`config.mk`:
```
export PLATFORM = sky130hd
export DESIGN_NAME = board_inputs_top
export DESIGN_NICKNAME = d
export VERILOG_FILES = /design/src/hw/board_pkg.sv /design/src/hw/board_inputs_top.sv /design/src/hw/board_regs.sv /design/src/hw/four_way_filter.sv /design/src/hw/joy_mapper.sv /design/src/hw/pause_ctrl.sv
export VERILOG_INCLUDE_DIRS = /design/src /design/src/hw
export SDC_FILE = /design/constraint.sdc
export NUM_CORES = 1
export LEC_CHECK = 0
export ABC_AREA = 1
export BUFFER_PORTS_ARGS = -buffer_cell sky130_fd_sc_hd__clkbuf_2
export CORE_MARGIN = 8
export CORE_UTILIZATION = 35
export CTS_CLUSTER_DIAMETER = 40
export CTS_CLUSTER_SIZE = 10
export DETAILED_ROUTE_END_ITERATION = 7
export PLACE_DENSITY = 0.59
export SYNTH_ARGS = -nofsm -noshare
export SYNTH_HDL_FRONTEND = slang
export SYNTH_SLANG_ARGS = --single-unit
```
`constraint.sdc`:
```
create_clock -name clk_sys -period 5.6 [get_ports clk_sys]
set_input_delay 0.56 -clock clk_sys [delete_from_list [all_inputs] [get_ports clk_sys]]
set_output_delay 0.56 -clock clk_sys [all_outputs]
set_load 0.02 [all_outputs]
```
`src/hw/board_defs.svh`:
```
`ifndef BOARD_DEFS_SVH
`define BOARD_DEFS_SVH

// player count and joystick word widths
`define BOARD_PLAYERS 4
`define BOARD_JOY_W 16
`define BOARD_GAME_JOY_W 10

// direction bits sit in the low nibble of the raw word
`define BOARD_DIR_W 4

// button positions in the raw word with two game buttons fitted
`define BOARD_START_BIT 6
`define BOARD_COIN_BIT 7
`define BOARD_PAUSE_BIT 8

// game side polarity where 1 inverts every input bit
`define BOARD_INPUTS_ACTIVE_LOW 1'b1

// register port widths
`define BOARD_AXI_AW 4
`define BOARD_AXI_DW 32

// register map
`define BOARD_REG_CFG 4'h0
`define BOARD_REG_STATUS 4'h4

// config register bit map
`define BOARD_CFG_ROTATE_BIT 0
`define BOARD_CFG_FLIP_BIT 1
`define BOARD_CFG_4WAY_BIT 2
`define BOARD_CFG_OSD_PAUSE_BIT 3
`define BOARD_CFG_DIP_TEST_BIT 4

`endif

```
`src/hw/board_pkg.sv`:
```
`default_nettype none

`include "board_defs.svh"

package board_pkg;

    // one raw joystick word as delivered by the board
    typedef struct packed {
        // buttons, start, coin and pause
        logic [`BOARD_JOY_W-`BOARD_DIR_W-1:0] upper;
        // up, down, left, right from msb to lsb
        logic [`BOARD_DIR_W-1:0]              dirs;
    } joy_raw_t;

    // settings with rotate on bit 0
    typedef struct packed {
        logic dip_test;
        logic osd_pause;
        logic en_4way;
        logic flip;
        logic rotate;
    } board_cfg_t;

    // direction kept by the 4-way filter
    typedef enum logic [2:0] {
        dir_none,
        dir_right,
        dir_left,
        dir_down,
        dir_up
    } dir_e;

    typedef enum logic [1:0] {
        resp_okay   = 2'b00,
        resp_slverr = 2'b10
    } axil_resp_e;

    // manager to subordinate
    typedef struct packed {
        logic                       awvalid;
        logic [`BOARD_AXI_AW-1:0]   awaddr;
        logic                       wvalid;
        logic [`BOARD_AXI_DW-1:0]   wdata;
        logic [`BOARD_AXI_DW/8-1:0] wstrb;
        logic                       bready;
        logic                       arvalid;
        logic [`BOARD_AXI_AW-1:0]   araddr;
        logic                       rready;
    } axil_req_t;

    // subordinate to manager
    typedef struct packed {
        logic                     awready;
        logic                     wready;
        logic                     bvalid;
        axil_resp_e               bresp;
        logic                     arready;
        logic                     rvalid;
        logic [`BOARD_AXI_DW-1:0] rdata;
        axil_resp_e               rresp;
    } axil_rsp_t;

endpackage

`default_nettype wire

```
`src/hw/board_inputs_top.sv`:
```
`default_nettype none

`include "board_defs.svh"

module board_inputs_top
    import board_pkg::*;
(
    input  logic                                       clk_sys,
    input  logic                                       rst,
    input  logic                                       downloading,
    input  axil_req_t                                  axil_req,
    output axil_rsp_t                                  axil_rsp,
    input  joy_raw_t [`BOARD_PLAYERS-1:0]              board_joy,
    output logic [`BOARD_PLAYERS-1:0][`BOARD_GAME_JOY_W-1:0] game_joy,
    output logic [`BOARD_PLAYERS-1:0]                  game_coin,
    output logic [`BOARD_PLAYERS-1:0]                  game_start,
    output logic                                       game_pause,
    output logic                                       dip_test
);

    board_cfg_t                cfg;
    logic [`BOARD_PLAYERS-1:0] joy_pause;

    board_regs u_regs (
        .clk_sys    (clk_sys),
        .rst        (rst),
        .axil_req   (axil_req),
        .axil_rsp   (axil_rsp),
        .game_pause (game_pause),
        .cfg        (cfg)
    );

    joy_mapper u_mapper (
        .clk_sys    (clk_sys),
        .rst        (rst),
        .board_joy  (board_joy),
        .cfg        (cfg),
        .game_joy   (game_joy),
        .game_coin  (game_coin),
        .game_start (game_start),
        .joy_pause  (joy_pause)
    );

    pause_ctrl u_pause (
        .clk_sys     (clk_sys),
        .rst         (rst),
        .downloading (downloading),
        .joy_pause   (joy_pause),
        .osd_pause   (cfg.osd_pause),
        .game_pause  (game_pause)
    );

    // test DIP straight from the settings register
    assign dip_test = cfg.dip_test;

endmodule

`default_nettype wire

```
`src/hw/board_regs.sv`:
```
`default_nettype none

`include "board_defs.svh"

module board_regs
    import board_pkg::*;
(
    input  logic       clk_sys,
    input  logic       rst,
    input  axil_req_t  axil_req,
    output axil_rsp_t  axil_rsp,
    input  logic       game_pause,
    output board_cfg_t cfg
);

    localparam int cfg_w = $bits(board_cfg_t);

    // write channel
    logic       bvalid_q;
    axil_resp_e bresp_q;
    logic       wr_take;
    logic       wr_cfg;
    logic       wr_status;

    // read channel
    logic                     rvalid_q;
    axil_resp_e               rresp_q;
    logic [`BOARD_AXI_DW-1:0] rdata_q;
    logic [`BOARD_AXI_DW-1:0] rd_word;
    logic                     rd_take;
    logic                     rd_hit;

    board_cfg_t cfg_q;

    // address and data arrive together while nothing is pending
    assign wr_take   = axil_req.awvalid && axil_req.wvalid && !bvalid_q;
    assign wr_cfg    = (axil_req.awaddr == `BOARD_REG_CFG);
    assign wr_status = (axil_req.awaddr == `BOARD_REG_STATUS);

    assign rd_take = axil_req.arvalid && !rvalid_q;

    // read mux with zeros above the stored bits
    always_comb begin
        rd_word = '0;
        rd_hit  = 1'b1;
        case (axil_req.araddr)
            `BOARD_REG_CFG: begin
                rd_word[cfg_w-1:0] = cfg_q;
            end
            `BOARD_REG_STATUS: begin
                rd_word[0] = game_pause;
            end
            default: begin
                rd_hit = 1'b0;
            end
        endcase
    end

    always_ff @(posedge clk_sys) begin
        if (rst) begin
            bvalid_q <= 1'b0;
            rvalid_q <= 1'b0;
            cfg_q    <= '0;
        end else begin
            if (wr_take) begin
                bvalid_q <= 1'b1;
            end else if (axil_req.bready) begin
                bvalid_q <= 1'b0;
            end

            if (rd_take) begin
                rvalid_q <= 1'b1;
            end else if (axil_req.rready) begin
                rvalid_q <= 1'b0;
            end

            // settings live in byte 0 only
            if (wr_take && wr_cfg && axil_req.wstrb[0]) begin
                cfg_q <= axil_req.wdata[cfg_w-1:0];
            end
        end
    end

    // response payload held while the valid flags wait
    always_ff @(posedge clk_sys) begin
        if (wr_take) begin
            if (wr_cfg || wr_status) begin
                bresp_q <= resp_okay;
            end else begin
                bresp_q <= resp_slverr;
            end
        end

        if (rd_take) begin
            rdata_q <= rd_word;
            if (rd_hit) begin
                rresp_q <= resp_okay;
            end else begin
                rresp_q <= resp_slverr;
            end
        end
    end

    always_comb begin
        axil_rsp.awready = !bvalid_q;
        axil_rsp.wready  = !bvalid_q;
        axil_rsp.bvalid  = bvalid_q;
        axil_rsp.bresp   = bresp_q;
        axil_rsp.arready = !rvalid_q;
        axil_rsp.rvalid  = rvalid_q;
        axil_rsp.rdata   = rdata_q;
        axil_rsp.rresp   = rresp_q;
    end

    assign cfg = cfg_q;

endmodule

`default_nettype wire

```
`src/hw/four_way_filter.sv`:
```
`default_nettype none

module four_way_filter
    import board_pkg::*;
(
    input  logic       clk_sys,
    input  logic       rst,
    input  logic       enable,
    input  logic [3:0] dirs_in,
    output logic [3:0] dirs_out
);

    dir_e       last_q;
    dir_e       last_next;
    logic [3:0] last_mask;
    logic [3:0] filt;

    // bit order is up, down, left, right
    function automatic logic [3:0] dir_mask(input dir_e d);
        case (d)
            dir_up:    dir_mask = 4'b1000;
            dir_down:  dir_mask = 4'b0100;
            dir_left:  dir_mask = 4'b0010;
            dir_right: dir_mask = 4'b0001;
            default:   dir_mask = 4'b0000;
        endcase
    endfunction

    function automatic dir_e mask_dir(input logic [3:0] m);
        case (m)
            4'b1000: mask_dir = dir_up;
            4'b0100: mask_dir = dir_down;
            4'b0010: mask_dir = dir_left;
            4'b0001: mask_dir = dir_right;
            default: mask_dir = dir_none;
        endcase
    endfunction

    assign last_mask = dir_mask(last_q);

    always_comb begin
        last_next = last_q;
        filt      = dirs_in;
        if (!enable) begin
            last_next = dir_none;
        end else if (dirs_in == 4'b0000) begin
            last_next = dir_none;
        end else if ($onehot(dirs_in)) begin
            last_next = mask_dir(dirs_in);
        end else begin
            // diagonal keeps only the direction held before
            filt = dirs_in & last_mask;
        end
    end

    always_ff @(posedge clk_sys) begin
        if (rst) begin
            last_q   <= dir_none;
            dirs_out <= 4'b0000;
        end else begin
            last_q   <= last_next;
            dirs_out <= filt;
        end
    end

endmodule

`default_nettype wire

```
`src/hw/joy_mapper.sv`:
```
`default_nettype none

`include "board_defs.svh"

module joy_mapper
    import board_pkg::*;
(
    input  logic                                             clk_sys,
    input  logic                                             rst,
    input  joy_raw_t   [`BOARD_PLAYERS-1:0]                  board_joy,
    input  board_cfg_t                                       cfg,
    output logic       [`BOARD_PLAYERS-1:0][`BOARD_GAME_JOY_W-1:0] game_joy,
    output logic       [`BOARD_PLAYERS-1:0]                  game_coin,
    output logic       [`BOARD_PLAYERS-1:0]                  game_start,
    output logic       [`BOARD_PLAYERS-1:0]                  joy_pause
);

    localparam logic invert_inputs = `BOARD_INPUTS_ACTIVE_LOW;
    localparam int   upper_w       = `BOARD_JOY_W - `BOARD_DIR_W;
    localparam int   game_w        = `BOARD_GAME_JOY_W;

    // stage 1 synchroniser
    joy_raw_t [`BOARD_PLAYERS-1:0] sync_q;

    // stage 2 filtered directions with the upper bits kept in step
    logic [`BOARD_PLAYERS-1:0][upper_w-1:0]      upper_q;
    logic [`BOARD_PLAYERS-1:0][`BOARD_DIR_W-1:0] filt_dirs;
    joy_raw_t [`BOARD_PLAYERS-1:0]               stage_w;

    // vertical monitor rotation on the low nibble
    function automatic logic [game_w-1:0] apply_rotation(
        input logic [game_w-1:0] joy,
        input logic              rot,
        input logic              flip
    );
        logic [3:0] d;
        d = joy[3:0];
        if (rot && flip) begin
            d = {joy[1], joy[0], joy[2], joy[3]};
        end else if (rot) begin
            d = {joy[0], joy[1], joy[3], joy[2]};
        end
        apply_rotation = {joy[game_w-1:4], d};
    endfunction

    always_ff @(posedge clk_sys) begin
        sync_q <= board_joy;
        for (int p = 0; p < `BOARD_PLAYERS; p++) begin
            upper_q[p] <= sync_q[p].upper;
        end
    end

    for (genvar p = 0; p < `BOARD_PLAYERS; p++) begin : g_player
        four_way_filter u_filter (
            .clk_sys  (clk_sys),
            .rst      (rst),
            .enable   (cfg.en_4way),
            .dirs_in  (sync_q[p].dirs),
            .dirs_out (filt_dirs[p])
        );

        assign stage_w[p] = {upper_q[p], filt_dirs[p]};

        // pause stays active high for the pause logic
        assign joy_pause[p] = stage_w[p][`BOARD_PAUSE_BIT];
    end

    // stage 3 output register in game polarity
    always_ff @(posedge clk_sys) begin
        if (rst) begin
            game_joy   <= {(`BOARD_PLAYERS*game_w){invert_inputs}};
            game_coin  <= {`BOARD_PLAYERS{invert_inputs}};
            game_start <= {`BOARD_PLAYERS{invert_inputs}};
        end else begin
            for (int p = 0; p < `BOARD_PLAYERS; p++) begin
                game_joy[p] <= {game_w{invert_inputs}} ^
                    apply_rotation(stage_w[p][game_w-1:0], cfg.rotate, cfg.flip);
                game_coin[p]  <= invert_inputs ^ stage_w[p][`BOARD_COIN_BIT];
                game_start[p] <= invert_inputs ^ stage_w[p][`BOARD_START_BIT];
            end
        end
    end

endmodule

`default_nettype wire

```
`src/hw/pause_ctrl.sv`:
```
`default_nettype none

`include "board_defs.svh"

module pause_ctrl
    import board_pkg::*;
(
    input  logic                      clk_sys,
    input  logic                      rst,
    input  logic                      downloading,
    input  logic [`BOARD_PLAYERS-1:0] joy_pause,
    input  logic                      osd_pause,
    output logic                      game_pause
);

    // only players 1 and 2 can pause
    logic [1:0] last_joy_q;
    logic       last_osd_q;
    logic       joy_edge;
    logic       osd_change;

    assign joy_edge   = |(joy_pause[1:0] & ~last_joy_q);
    assign osd_change = osd_pause ^ last_osd_q;

    always_ff @(posedge clk_sys) begin
        if (rst) begin
            last_joy_q <= 2'b00;
            last_osd_q <= 1'b0;
            game_pause <= 1'b0;
        end else begin
            last_joy_q <= joy_pause[1:0];
            last_osd_q <= osd_pause;
            if (downloading) begin
                game_pause <= 1'b0;
            end else if (osd_change) begin
                // menu wins over a joystick toggle
                game_pause <= osd_pause;
            end else if (joy_edge) begin
                game_pause <= ~game_pause;
            end
        end
    end

endmodule

`default_nettype wire

```
[Word-level counts from Yosys, hierarchy flattened]
Index checks and enable logic that the tools add are counted.
Storage, ports and cells
  bits in registers: 160
  input port bits: 116
  word-level logic and storage cells: 178
Operators by class
  $add $sub $neg: 12
  equality and inequality tests: 38
  multiplexer cells: 42
  bitwise logic cells: 21
  reductions and logical operators: 25
Operator list (number)
  $mux 4: 24
  $pmux 4 s4: 4
  $pmux 3 s4: 4
  $not 10->10: 4
  $eq 3x1->1 const B: 8
  $eq 3x2->1 const B: 8
  $eq 4x3->1 const B: 6
  $logic_not 4->1: 6
  $add 1x1->2: 8
  $and 4x4->4: 4
  $eq 4x1->1 const B: 4
  $eq 4x2->1 const B: 4
  $eq 4x4->1 const B: 4
  $add 2x2->3: 4
  $eq 3x3->1 const B: 4
  $reduce_or 3->1: 4
  $not 1->1: 10
  $mux 1: 7
  $logic_and 1x1->1: 6
  $reduce_bool 2->1: 3
  $reduce_or 2->1: 3
  $mux 2: 2
  $and 2x2->2: 1
  $logic_not 1->1: 2
  4 further kinds: 4

[Depth between registers and ports, before layout]
  depth in word-level cells: 6
  mapped depth: 10
  gate-level depth less buffers: 10

[Hierarchy]
Synthesis repeated with hierarchy kept, for this count alone.
Second synthesis, totals
  cells, all modules: 670
  area total of the unflattened synthesis: 5734.2 um2
Modules (own cells, without submodules)
  joy_mapper: instances 1, cells an instance 249, area each 2743.9 um2, seq. area each 2082.0 um2
  four_way_filter: instances 4, cells an instance 72, area each 488.0 um2, seq. area each 140.1 um2
  board_regs: instances 1, cells an instance 110, area each 878.3 um2, seq. area each 350.3 um2
  pause_ctrl: instances 1, cells an instance 23, area each 160.2 um2, seq. area each 80.1 um2

[Least setup slack after synthesis]
OpenSTA, ideal clock, no wires.
  kind: register to register
  start: reg u_mapper.sync_q[32] (netlist bit)
  end: reg u_mapper.g_player[2].u_filter.dirs_out[2]
  library setup time: 0.115 ns
  arrival time: 1.881 ns
  slack: 3.603 ns
  cell stages (with the launch flop): 10
  path buffers: 0
  clock period less this slack: 1.997 ns
  cell sequence: dfxtp_1 > inv_1 > fa_1 > inv_1 > ha_1 > ha_1 > nand3b_1 > nand2_1 > o21ai_0 > inv_1
On the way
  word-level cells in the longest chain between the ends: 6
RTL lines
  start, declared: line joy_mapper.sv:23  | joy_raw_t [`BOARD_PLAYERS-1:0] sync_q;
  start signal, assigned: line joy_mapper.sv:47  | sync_q <= board_joy;
  $add 1x1->2 (implied by the code): line four_way_filter.sv:48  | end else if ($onehot(dirs_in)) begin
  $add 2x2->3 (implied by the code): line four_way_filter.sv:48
  $eq 3x1->1: line four_way_filter.sv:48
  $mux 4: line four_way_filter.sv:48
  $mux 4 *: line four_way_filter.sv:46  | end else if (dirs_in == 4'b0000) begin
  $mux 4 *: line four_way_filter.sv:44  | if (!enable) begin
  end signal, assigned: line four_way_filter.sv:62  | dirs_out <= filt;
  end, declared: line four_way_filter.sv:10  | output logic [3:0] dirs_out
Mark *: on every way between the ends. The rest lies on a longest branch, timed or not.
A chain may end at the register's enable or synchronous reset.

[Worst setup path in the final report]
Ends and elaborated chain as after synthesis.

==> summary.md <==
| Metric | Value |
|---|---|
| Top cells by area, synth | `dfxtp_1, nand2_1, buf_4, inv_1, ha_1` |
| DRT Wirelength | `11.1 mm` |
| DRC | `0` |
| Die Width | `141 µm` |
| Initial antenna violation count | `0` |
| Area growth from synthesis to layout | `22.5%` |
| Cell count after synthesis | `595` |
| Endpoints failing hold | `0` |
| CP cell instances | `inv_1 > fa_1 > inv_1 > ha_1 > ha_1 > nand3b_1 > nand2_1 > o21ai_0 > inv_1` |
| Type of the worst setup path | `reg -> reg` |
| RSZ-0062 raised after global routing | `no` |
| Routed wl met2 | `5.15 mm` |
| Fmax | `0.445 GHz` |
| Worst hold slack | `243 ps` |
| Share of cells above drive strength 1 | `25.1%` |
| Area of the die | `19,800 µm²` |
| Avg Synthesized Cell Area | `9.15 µm²` |
| CP max-delay cell | `fa_1` |
| Drt initial violations | `177` |
| Crit path buf inv count | `3` |
| Most frequent cells in the layout | `dfxtp_1, clkbuf_2, nand2_1` |
| Starting Density | `35.8%` |
| CP endpoint kind | `flop` |
| Setup TNS | `0 ps` |
| Final worst path period need | `2250 ps` |
| Synth area leader | `dfxtp_1` |
| Max Used Layer | `met4` |
| Num rows | `45` |
| P_leak | `0.00320 µW` |
| Yosys top cell area share | `52.6%` |
| DR vias/cell | `4.11` |
| Setup violations, final | `0` |
| CTS tree | `built` |
| Post-CTS Resized | `0` |
| Clock root buffer | `clkbuf_16` |
| First-pass GRT wire length | `18.0 mm` |
| Final Cycle Share | `40.1%` |
| Fin. max-slew vios | `0` |
| CTS clk-pin slew, worst paths | `60 ps` |
| Peak supply drop | `0.200 mV` |
| CP delay by family, top | `adder cells` |
| Hold depth | `1` |
| Total power | `2550 µW` |
| Slew headroom | `37.5%` |
| Hold Startpoint | `board_joy[50]` |
| Cell Count, Final, Fillers Out | `914` |
| Setup bufs post-CTS | `0` |
| Clock tree buffer depth | `2` |
| Die Ht | `141 µm` |
| Routed Antenna Nets | `0` |
| Sequential area share after synthesis | `56.5%` |
| Critical path peak fanout | `7` |
| Power per standard cell area | `382 nW/µm²` |
| Gr usage total | `11.6%` |
| Clk_lat worst skew | `410 ps` |
| # placed instances | `882` |
| Largest net degree at the start of global routing | `54` |
| Vias | `3,753` |
| Hold EP | `u_mapper.sync_q[50]` |
| Routed wire per std cell | `12.1 µm` |
| Maximum capacitance violations | `0` |
| WL met3 | `661 µm` |
| Post-DP HPWL | `8.35 mm` |
| HP Class | `in -> reg` |
| Reg2reg path depth | `9` |
| Synth cell types | `32` |
| Number of global-route vias before repair | `3,655` |
| Reg2reg start | `u_mapper.sync_q[32]` |
| Total CTS buffers | `17` |
| H-tree depth | `4` |
| RR Endpoint | `u_mapper.g_player[2].u_filter.dirs_out[2]` |
| Nets | `853` |
| Met1 Wirelength | `5.12 mm` |
| Worst EP required | `5900 ps` |
| Critical Path Most Common Cell | `inv_1` |
| DR pass1 iterations | `4` |
| #FFs+latches synth | `150` |
| Reg2Reg Setup Slack | `3350 ps` |
| Clk sinks | `150` |
| Port buffer count | `123` |
| CTS Hold Bufs | `0` |
| Clk_skew | `7.43 ps` |
| Placer Congestion | `0.771` |
| Mapped Area | `5440 µm²` |
| Most common cell after layout, fill and taps aside | `dfxtp_1` |
| Critical path data arrival time | `2540 ps` |
| Slew @ Worst Pin | `936 ps` |
| Status | `finished clean` |
| Slowest stage delay, CP | `530 ps` |
| Critical path startpoint category | `flop` |
| I/O pins | `207` |
| YS warnings | `0` |
| Core area | `15,200 µm²` |
| # diodes | `0` |
| Overflow after GRT | `0` |
stage by stage:
step / instance area (µm²) / utilization (%) / setup slack (ps)
floorplan: 5550 / - / 3600
global placement: 6010 / 39.6 / 3370
detailed placement: 6010 / 39.6 / 3380
CTS: 6660 / 43.8 / 3360
global route: 6660 / 43.8 / 3200
finish: 6660 / 43.8 / 3350
kinds of logic (layout without fill, tap and decap cells):
family / after synthesis / in the layout / synth area share, %
adders and majority gates: 24 / 24 / 6.07
and+or+nand+nor: 223 / 223 / 18.2
DFF: 150 / 150 / 56.5
buffers and inverters: 145 / 248 / 13.6
AOI/OAI and AO/OA: 52 / 52 / 5.61
other: 1 / 29 / 0.0689
area by class of cell:
cell class / instances / area [µm²]
clock buffers: 20 / 489
clock inverters: 12 / 161
fillers: 1508 / 8540
inverters: 93 / 357
multi-input cells: 328 / 1730
flip-flops and latches: 150 / 3070
well taps: 188 / 235
repair buffers: 123 / 616
where the power goes:
group / leakage [µW] / switching (µW) / total [µW] / internal, µW
combinational: 0.00162 / 126 / 188 / 62.0
clock: 0.000322 / 443 / 1220 / 772
sequential: 0.00126 / 18.7 / 1140 / 1130
metal layers:
metal | track usage [%] | vias to the layer above
met1 | 14.1 | 1627
li1 | - | 2014
met2 | 17.9 | 99
met5 | 0 | -
met3 | 4.25 | 13
met4 | 5.32 | 0
worst max-delay path by stage:
| stage | start | endpoint | cells after the start |
|---|---|---|---|
| 2_1_floorplan | u_mapper.sync_q[32] | u_mapper.g_player[2].u_filter.dirs_out[2] | 9 |
| 3_3_place_gp | u_mapper.sync_q[32] | u_mapper.g_player[2].u_filter.dirs_out[2] | 9 |
| 3_5_place_dp | u_mapper.sync_q[32] | u_mapper.g_player[2].u_filter.dirs_out[2] | 9 |
| 4_1_cts | u_mapper.sync_q[32] | u_mapper.g_player[2].u_filter.dirs_out[2] | 9 |
| 5_1_grt | u_mapper.sync_q[32] | u_mapper.g_player[2].u_filter.dirs_out[3] | 9 |
| 6_report | u_mapper.sync_q[32] | u_mapper.g_player[2].u_filter.dirs_out[2] | 9 |
Yosys cell counts:
cell / n
ha_1: 20
nor2_2: 3
o21ai_1: 5
nand2_1: 101
or2_2: 1
edfxtp_1: 7
nand4_1: 1
nor2_4: 2
conb_1: 1
fa_1: 4
a21oi_2: 4
a21oi_1: 12
inv_4: 1
nand3_1: 32
nand3_2: 2
buf_6: 3
nor3_1: 26
inv_2: 9
nor2_1: 48
a31oi_1: 1
a211oi_1: 1
o21a_1: 2
inv_6: 1
o22ai_1: 8
dfxtp_1: 143
o21ai_2: 3
nand2_8: 1
buf_2: 7
o21ai_0: 16
buf_4: 42
nand3b_1: 6
inv_1: 82
flip-flops by register name, indices dropped and copies added (netlist names), 2 cells and up:
| signal | cells |
|---|---|
| u_mapper.g_player.u_filter.dirs_out | 16 |
| u_mapper.g_player.u_filter.last_q | 12 |
| u_mapper.game_coin | 3 |
| u_mapper.game_joy | 34 |
| u_mapper.game_start | 3 |
| u_mapper.joy_pause | 4 |
| u_mapper.stage_w | 20 |
| u_mapper.sync_q | 40 |
| u_pause.last_joy_q | 2 |
| u_regs.cfg | 5 |
| u_regs.rdata_q | 5 |
Note: power is estimated with default switching activity, not from simulation.
